==> src/hdl/cin_cfg.svh <==
`ifndef CIN_CFG_SVH
`define CIN_CFG_SVH

// Build-time configuration of the command link.
// Every module that sizes a port from these values includes this file.

// Width of one command word, and of the Wishbone data bus.
`define CIN_WORD_W 32

// Nibbles per word. The link sends one nibble per sysclk_i cycle,
// so this is also the length of a command phase in cycles.
`define CIN_NIBBLES 8

// Word sent while training is enabled. The receiver uses it to find
// the word boundary and to center its sampling point.
`define CIN_TRAIN_VALUE 32'hA55A6996

// Width of the sent-word counters in the status block.
// They saturate at all ones.
`define CIN_CNT_W 16

`endif
==> src/hdl/cin_regs_pkg.sv <==
// Register map seen by the host through the Wishbone slave.
package cin_regs_pkg;

    // Word addresses. Addresses 6 and 7 are unmapped and read as zero.
    typedef enum logic [2:0] {
        REG_CTRL        = 3'd0,  // Read/write control bits.
        REG_CMD         = 3'd1,  // Write-only command queue entry.
        REG_STATUS      = 3'd2,  // Read-only live status.
        REG_CMD_COUNT   = 3'd3,  // Read-only count of commands sent.
        REG_TRAIN_COUNT = 3'd4,  // Read-only count of training words sent.
        REG_LAST_CMD    = 3'd5   // Read-only copy of the last command sent.
    } reg_addr_e;

    // Bit in REG_CTRL that turns the training pattern on.
    localparam int CTRL_TRAIN_BIT = 0;

    // Bits of REG_STATUS.
    localparam int STATUS_PENDING_BIT = 0;  // A command is waiting.
    localparam int STATUS_TRAIN_BIT   = 1;  // Training is enabled.

endpackage

==> src/hdl/cin_link_pkg.sv <==
// Types shared along the word path of the link, from the sequencer
// to the serializer and the status block.
package cin_link_pkg;

    // Holding state of the one-deep command register.
    typedef enum logic {
        SEQ_EMPTY   = 1'b0,  // No command waiting.
        SEQ_PENDING = 1'b1   // A command waits for its load slot.
    } seq_state_e;

    // What the sequencer handed to the serializer at a load.
    // Idle words are all zero and carry no information.
    typedef enum logic [1:0] {
        KIND_IDLE  = 2'd0,
        KIND_TRAIN = 2'd1,
        KIND_CMD   = 2'd2
    } word_kind_e;

    // The value 3 is never produced by the sequencer.
    // The status block treats it like an idle word.

endpackage

==> src/hdl/cin_link_top.sv <==
`include "cin_cfg.svh"

module cin_link_top (
    input  logic                   sysclk_i,
    input  logic                   rst_i,
    input  logic                   sync_i,
    input  logic                   wb_cyc_i,
    input  logic                   wb_stb_i,
    input  logic                   wb_we_i,
    input  logic [2:0]             wb_adr_i,
    input  logic [`CIN_WORD_W-1:0] wb_dat_i,
    output logic [`CIN_WORD_W-1:0] wb_dat_o,
    output logic                   wb_ack_o,
    output logic [3:0]             cin_nibble_o
);
    import cin_link_pkg::*;

    logic                   train_en;
    logic                   cmd_wr;
    logic [`CIN_WORD_W-1:0] cmd_data;
    logic                   cmd_pending;
    logic                   load_req;
    logic [`CIN_WORD_W-1:0] load_word;
    logic                   sent_valid;
    word_kind_e             sent_kind;
    logic [`CIN_WORD_W-1:0] sent_word;
    logic [`CIN_CNT_W-1:0]  cmd_count;
    logic [`CIN_CNT_W-1:0]  train_count;
    logic [`CIN_WORD_W-1:0] last_cmd;

    cin_wb_decode u_decode (
        .sysclk_i, .rst_i,
        .wb_cyc_i, .wb_stb_i, .wb_we_i, .wb_adr_i, .wb_dat_i, .wb_dat_o, .wb_ack_o,
        .cmd_pending_i(cmd_pending), .cmd_count_i(cmd_count),
        .train_count_i(train_count), .last_cmd_i(last_cmd),
        .train_en_o(train_en), .cmd_wr_o(cmd_wr), .cmd_data_o(cmd_data)
    );

    cin_cmd_sequencer u_sequencer (
        .sysclk_i, .rst_i,
        .train_en_i(train_en), .cmd_wr_i(cmd_wr), .cmd_data_i(cmd_data),
        .load_req_i(load_req), .cmd_pending_o(cmd_pending), .load_word_o(load_word),
        .sent_valid_o(sent_valid), .sent_kind_o(sent_kind), .sent_word_o(sent_word)
    );

    // Only this block sees the link timing; everything else follows load_req.
    cin_serializer u_serializer (
        .sysclk_i, .rst_i, .sync_i,
        .load_word_i(load_word), .load_req_o(load_req), .cin_nibble_o
    );

    cin_status u_status (
        .sysclk_i, .rst_i,
        .sent_valid_i(sent_valid), .sent_kind_i(sent_kind), .sent_word_i(sent_word),
        .cmd_count_o(cmd_count), .train_count_o(train_count), .last_cmd_o(last_cmd)
    );

endmodule

==> src/hdl/cin_status.sv <==
`include "cin_cfg.svh"

module cin_status (
    input  logic                     sysclk_i,
    input  logic                     rst_i,
    input  logic                     sent_valid_i,
    input  cin_link_pkg::word_kind_e sent_kind_i,
    input  logic [`CIN_WORD_W-1:0]   sent_word_i,
    output logic [`CIN_CNT_W-1:0]    cmd_count_o,
    output logic [`CIN_CNT_W-1:0]    train_count_o,
    output logic [`CIN_WORD_W-1:0]   last_cmd_o
);
    import cin_link_pkg::*;

    logic cmd_sent;
    logic train_sent;

    assign cmd_sent   = sent_valid_i && (sent_kind_i == KIND_CMD);
    assign train_sent = sent_valid_i && (sent_kind_i == KIND_TRAIN);

    always_ff @(posedge sysclk_i) begin
        if (rst_i) begin
            cmd_count_o   <= '0;
            train_count_o <= '0;
            last_cmd_o    <= '0;
        end else begin
            // Both counters stick at all ones instead of wrapping.
            if (cmd_sent && !(&cmd_count_o)) begin
                cmd_count_o <= cmd_count_o + 1'b1;
            end
            if (train_sent && !(&train_count_o)) begin
                train_count_o <= train_count_o + 1'b1;
            end
            if (cmd_sent) begin
                last_cmd_o <= sent_word_i;  // Training and idle words leave it alone.
            end
        end
    end

endmodule

==> src/hdl/cin_serializer.sv <==
`include "cin_cfg.svh"

module cin_serializer (
    input  logic                   sysclk_i,
    input  logic                   rst_i,
    input  logic                   sync_i,
    input  logic [`CIN_WORD_W-1:0] load_word_i,
    output logic                   load_req_o,
    output logic [3:0]             cin_nibble_o
);
    localparam int PHASE_W = $clog2(`CIN_NIBBLES);

    logic [PHASE_W-1:0]     phase;
    logic [`CIN_WORD_W-1:0] shreg;

    // The last cycle of a phase fetches the word for the next one.
    assign load_req_o = (phase == PHASE_W'(`CIN_NIBBLES - 1));

    // Sync lands on phase 1, which puts the load edge 6 cycles later.
    always_ff @(posedge sysclk_i) begin
        if (rst_i) begin
            phase <= '0;
        end else if (sync_i) begin
            phase <= PHASE_W'(1);
        end else begin
            phase <= phase + 1'b1;
        end
    end

    always_ff @(posedge sysclk_i) begin
        if (rst_i) begin
            shreg <= '0;
        end else if (load_req_o) begin
            shreg <= load_word_i;
        end else begin
            shreg <= {4'b0000, shreg[`CIN_WORD_W-1:4]};  // Zeros fill from the top.
        end
    end

    // LSB nibble leaves first.
    assign cin_nibble_o = shreg[3:0];

endmodule

==> src/hdl/cin_cmd_sequencer.sv <==
`include "cin_cfg.svh"

module cin_cmd_sequencer (
    input  logic                     sysclk_i,
    input  logic                     rst_i,
    input  logic                     train_en_i,
    input  logic                     cmd_wr_i,
    input  logic [`CIN_WORD_W-1:0]   cmd_data_i,
    input  logic                     load_req_i,
    output logic                     cmd_pending_o,
    output logic [`CIN_WORD_W-1:0]   load_word_o,
    output logic                     sent_valid_o,
    output cin_link_pkg::word_kind_e sent_kind_o,
    output logic [`CIN_WORD_W-1:0]   sent_word_o
);
    import cin_link_pkg::*;

    seq_state_e             state;
    logic [`CIN_WORD_W-1:0] cmd_hold;  // One-deep command holding register.
    logic                   cmd_load;

    assign cmd_pending_o = (state == SEQ_PENDING);

    // A pending command only goes out on a slot that training does not claim.
    assign cmd_load = load_req_i && !train_en_i && cmd_pending_o;

    // Word selection for the next command phase.
    always_comb begin
        if (train_en_i) begin
            load_word_o = `CIN_TRAIN_VALUE;
            sent_kind_o = KIND_TRAIN;
        end else if (cmd_pending_o) begin
            load_word_o = cmd_hold;
            sent_kind_o = KIND_CMD;
        end else begin
            load_word_o = '0;
            sent_kind_o = KIND_IDLE;
        end
    end

    assign sent_valid_o = load_req_i;  // Every load is reported, idle included.
    assign sent_word_o  = load_word_o;

    always_ff @(posedge sysclk_i) begin
        if (rst_i) begin
            state <= SEQ_EMPTY;
        end else begin
            case (state)
                SEQ_EMPTY: begin
                    if (cmd_wr_i) state <= SEQ_PENDING;
                end
                SEQ_PENDING: begin
                    if (cmd_load) state <= SEQ_EMPTY;
                end
                default: state <= SEQ_EMPTY;
            endcase
        end
    end

    // The decode block never writes while a command is pending,
    // so the holding register cannot be overwritten before it is sent.
    always_ff @(posedge sysclk_i) begin
        if (cmd_wr_i) begin
            cmd_hold <= cmd_data_i;
        end
    end

endmodule

==> src/hdl/cin_wb_decode.sv <==
`include "cin_cfg.svh"

module cin_wb_decode (
    input  logic                   sysclk_i,
    input  logic                   rst_i,
    input  logic                   wb_cyc_i,
    input  logic                   wb_stb_i,
    input  logic                   wb_we_i,
    input  logic [2:0]             wb_adr_i,
    input  logic [`CIN_WORD_W-1:0] wb_dat_i,
    input  logic                   cmd_pending_i,
    input  logic [`CIN_CNT_W-1:0]  cmd_count_i,
    input  logic [`CIN_CNT_W-1:0]  train_count_i,
    input  logic [`CIN_WORD_W-1:0] last_cmd_i,
    output logic [`CIN_WORD_W-1:0] wb_dat_o,
    output logic                   wb_ack_o,
    output logic                   train_en_o,
    output logic                   cmd_wr_o,
    output logic [`CIN_WORD_W-1:0] cmd_data_o
);
    import cin_regs_pkg::*;

    reg_addr_e              addr;
    logic                   req;
    logic                   cmd_req;
    logic                   accept;
    logic [`CIN_WORD_W-1:0] rd_data;

    assign addr = reg_addr_e'(wb_adr_i);

    // The ack cycle itself must not start a second access.
    assign req     = wb_cyc_i && wb_stb_i && !wb_ack_o;
    assign cmd_req = req && wb_we_i && (addr == REG_CMD);

    // A command write waits here until the holding register is free.
    assign accept = req && !(cmd_req && cmd_pending_i);

    always_comb begin
        rd_data = '0;
        case (addr)
            REG_CTRL: rd_data[CTRL_TRAIN_BIT] = train_en_o;
            REG_STATUS: begin
                rd_data[STATUS_PENDING_BIT] = cmd_pending_i;
                rd_data[STATUS_TRAIN_BIT]   = train_en_o;
            end
            REG_CMD_COUNT:   rd_data[`CIN_CNT_W-1:0] = cmd_count_i;
            REG_TRAIN_COUNT: rd_data[`CIN_CNT_W-1:0] = train_count_i;
            REG_LAST_CMD:    rd_data = last_cmd_i;
            default: ;  // REG_CMD and unmapped addresses read as zero.
        endcase
    end

    always_ff @(posedge sysclk_i) begin
        if (rst_i) begin
            wb_ack_o   <= 1'b0;
            train_en_o <= 1'b0;
            cmd_wr_o   <= 1'b0;
        end else begin
            wb_ack_o <= accept;
            cmd_wr_o <= accept && cmd_req;  // Lines up with the ack.
            if (accept && wb_we_i && (addr == REG_CTRL)) begin
                train_en_o <= wb_dat_i[CTRL_TRAIN_BIT];
            end
        end
    end

    always_ff @(posedge sysclk_i) begin
        if (accept && cmd_req) begin
            cmd_data_o <= wb_dat_i;
        end
        // Read data is only meaningful while ack is high.
        wb_dat_o <= (accept && !wb_we_i) ? rd_data : '0;
    end

endmodule

==> config.mk <==
export PLATFORM = sky130hd
export DESIGN_NAME = cin_link_top
export DESIGN_NICKNAME = d
export VERILOG_FILES = /design/src/hdl/cin_regs_pkg.sv /design/src/hdl/cin_link_pkg.sv /design/src/hdl/cin_link_top.sv /design/src/hdl/cin_status.sv /design/src/hdl/cin_serializer.sv /design/src/hdl/cin_cmd_sequencer.sv /design/src/hdl/cin_wb_decode.sv
export VERILOG_INCLUDE_DIRS = /design/src /design/src/hdl
export SDC_FILE = /design/constraint.sdc
export NUM_CORES = 1
export LEC_CHECK = 0
export CAP_MARGIN = 15
export CORE_MARGIN = 2
export CORE_UTILIZATION = 60
export CTS_CLUSTER_DIAMETER = 60
export DETAILED_ROUTE_END_ITERATION = 10
export DONT_BUFFER_PORTS = 1
export PLACE_DENSITY = 0.74
export SLEW_MARGIN = 0
export SYNTH_ARGS = -nofsm -noshare
export SYNTH_HDL_FRONTEND = slang
export SYNTH_HIERARCHICAL = 1
export SYNTH_SLANG_ARGS = --single-unit
==> constraint.sdc <==
create_clock -name sysclk_i -period 7.6 [get_ports sysclk_i]
set_input_delay 1.14 -clock sysclk_i [delete_from_list [all_inputs] [get_ports sysclk_i]]
set_output_delay 1.14 -clock sysclk_i [all_outputs]
set_load 0.02 [all_outputs]
==> insert_results.sql <==
INSERT INTO impl_metrics (metric_group, metric, value, unit) VALUES
('timing', 'setup_repair_after_global_routing_missed_its_margin', 'no', ''),
('cells_and_area', 'finalNetCount', '711', ''),
('grt', 'initial_antenna_violation_count', '0', ''),
('power', 'net-switching-power', '0.000376', 'W'),
('placed_design', 'final_gp_congestion', '0.872', ''),
('logic_synthesis', 'ys_seq_area_frac', '0.586', ''),
('power', 'power.share.combinational', '0.008', ''),
('cells_and_area', 'final_layout_size_suffix_gt1_frac', '0.0913', ''),
('route', 'drt.antenna.violating_nets', '0', ''),
('route', 'post_drt_wl_per_cell', '17.5', 'um'),
('critical_path', 'end_kind', 'flip-flop', ''),
('floorplanning', 'top_level_ports', '78', ''),
('floorplanning', 'die_footprint', '14100', 'um^2'),
('clock_tree', 'cts_inserted_buffers', '17', ''),
('route', 'overall_via_count_from_detail_route', '5019', ''),
('clock_tree', 'post_cts.resized_instances', '0', ''),
('clock_tree', 'cts_sinks', '199', ''),
('power', 'p_clk_frac', '0.427', ''),
('grt', 'grt_first_pass_wirelength', '24100', 'um'),
('clock_tree', 'tritoncts_clock_tree', 'yes', ''),
('logic_synthesis', 'synth-edff-count', '64', ''),
('placed_design', 'io_buffer_count', '0', ''),
('critical_path', 'critical_path_required', '7910', 'ps'),
('critical_path', 'cp_data_arrival_time', '3690', 'ps'),
('critical_path', 'start_kind', 'flip-flop', ''),
('cells_and_area', 'fillCellCount', '1044', ''),
('clock_tree', 'cts.reportedPaths.clkPinSlew', '70', 'ps'),
('clock_tree', 'skew_pair_late_insertion_delay', '430', 'ps'),
('logic_synthesis', 'post-synth-top-count-cell', 'dfxtp_1', ''),
('critical_path', 'reg2reg_depth', '6', ''),
('timing', 'worst_slack', '4230', 'ps'),
('floorplanning', 'core_region_area', '12700', 'um^2'),
('floorplanning', 'starting_density', '0.620', ''),
('timing', 'report.final.slew_viol_count', '0', ''),
('power', 'ir_worst_vdd', '0.000222', 'V'),
('power', 'pwr_density_cell', '237', 'nW/um^2'),
('logic_synthesis', 'cell_area_after_synthesis', '7890', 'um^2'),
('grt', 'grt_max_degree', '104', ''),
('route', 'number_of_search_and_repair_iterations_in_the_first_detailed_routing_pass', '5', ''),
('min_path', 'hold-path-cell-count', '0', ''),
('cells_and_area', 'finish.instance_area', '8170', 'um^2'),
('timing', 'timing.final.crit_period', '3370', 'ps'),
('floorplanning', 'die_height', '119', 'um'),
('timing', 'crit_share_post_route', '0.444', ''),
('timing', 'finalSetupTns', '0', 'ps'),
('route', 'via_per_inst', '5.90', ''),
('placed_design', 'preCtsSetupSlack', '4260', 'ps'),
('run', 'max_cap_viol_count', '0', ''),
('logic_synthesis', 'asyncSetResetFlopFracSynth', '0', ''),
('placed_design', 'dpl_cell_area', '7620', 'um^2'),
('clock_tree', 'cts_root_buffer', 'clkbuf_16', ''),
('run_status', 'run_status', 'completed', ''),
('route', 'drt_first_iter_violations', '582', ''),
('power', 'pwr-share-seq', '0.566', ''),
('logic_synthesis', 'ys_ff_latch', '199', ''),
('clock_tree', 'cts_stage_hold_buffer_count', '0', ''),
('logic_synthesis', 'post_synth_inst_count', '721', ''),
('grt', 'globalRoute.totalOverflow', '0', ''),
('logic_synthesis', 'synth.lib_cells_used.distinct', '59', ''),
('logic_synthesis', 'synth_nets', '766', ''),
('timing', 'timing.max_slew.rel_slack', '0.264', ''),
('clock_tree', 'cts_setup_buffers', '0', ''),
('logic_synthesis', 'synth_warnings', '6', ''),
('route', 'routed_wl', '14900', 'um'),
('grt', 'first_global_vias', '4712', ''),
('cells_and_area', 'n_antenna_cell', '0', ''),
('timing', 'final.hold.worst_slack', '410', 'ps'),
('timing', 'max_clock_freq', '296', 'MHz'),
('timing', 'finalClockSkew', '11.7', 'ps'),
('timing', 'final-hold-violation-count', '0', ''),
('placed_design', 'detailed_place_hpwl', '9860', 'um');
per-stage QoR:
step | cells | utilization
floorplan | 721 | -
global placement | 818 | 0.599
detailed placement | 818 | 0.599
CTS | 850 | 0.642
global route | 851 | 0.643
finish | 851 | 0.643
sequential cells by signal (all words and copies together) (netlist names):
name,flops
u_sequencer/cmd_hold,32
u_decode/cmd_data_o,32
u_decode/cmd_wr_o,1
u_decode/wb_ack_o,1
u_sequencer/cmd_pending_o,1
u_decode/wb_dat_o,32
u_serializer/phase,3
u_status/cmd_count_o,16
u_serializer/shreg,32
u_status/train_count_o,16
u_status/last_cmd_o,32
u_decode/train_en_o,1
cell type report:
type                    count  area [um^2]  area share
flip-flops and latches    199         4620       0.566
multi-input cells         439         2740       0.336
clock buffers              23          462      0.0565
well taps                 172          215      0.0263
clock inverters             9         80.1     0.00980
repair buffers              4         30.0     0.00367
inverters                   5         18.8     0.00230
path summary, 6_finish.rpt:
path / from / endpoint / slack (ps)
min reg2reg: u_decode/cmd_data_o[25] / u_sequencer/cmd_hold[25] / 410
max reg2reg: u_serializer/phase[0] / u_status/cmd_count_o[15] / 4230
min: u_decode/cmd_data_o[25] / u_sequencer/cmd_hold[25] / 410
max: u_serializer/phase[0] / u_status/cmd_count_o[15] / 4230
cell families after synthesis:
logic type | share of synthesized area
and+or+nand+nor | 0.170
DFF | 0.586
AOI/OAI and AO/OA | 0.103
adders and majority gates | 0.00635
muxes | 0.0681
buffers and inverters | 0.0663
worst max-delay path, stage by stage, from the launching register on:
cell and delay [ps]:
dfxtp_1 330, ha_1 150, ha_2 850, nand3b_4 480, or4_1 800, nor4b_2 290
mux2_1 340
power by group through the flow:
stage / Combinational [W] / Clock (W) / Sequential [W]
2_1_floorplan: 0.0000218 / 0 / 0.00112
3_3_place_gp: 0.0000137 / 0 / 0.00112
3_5_place_dp: 0.0000141 / 0 / 0.00112
4_1_cts: 0.0000142 / 0.000850 / 0.00110
5_1_grt: 0.0000157 / 0.000888 / 0.00110
6_report: 0.0000146 / 0.000827 / 0.00110
per-layer routing:
| metal | global-route usage | up-vias | share of wire |
|---|---|---|---|
| met1 | 0.301 | 2424 | 0.46 |
| met2 | 0.336 | 169 | 0.47 |
| met5 | 0 | - | 0 |
| met3 | 0.0521 | 20 | 0.052 |
| li1 | - | 2406 | - |
| met4 | 0.0796 | 0 | 0.016 |
cell usage in the layout, fill, tap and decap left out, drive strengths merged, types with 4 or more instances in the layout:
cell    netlist  routed
nor2b         8       8
ha            4       4
nand3b        4       4
inv           5       5
a21o         16      16
and4          5       5
mux2         21      21
nand3        13      13
nor2         60      60
a31oi         4       4
buf          57       4
mux2i        30      30
or4           6       6
and2         37      37
edfxtp       64      64
o21ai         8       8
o31ai         7       7
a22oi        15      15
clkbuf       21      23
nand4         8       8
nand2        78      78
nor4          5       5
nor3          8       8
a21oi        53      53
or3           7       7
dfxtp       135     135
and3b         4       4
a211oi        5       5
clkinv        0       5
(Power assumes the default switching activity.)
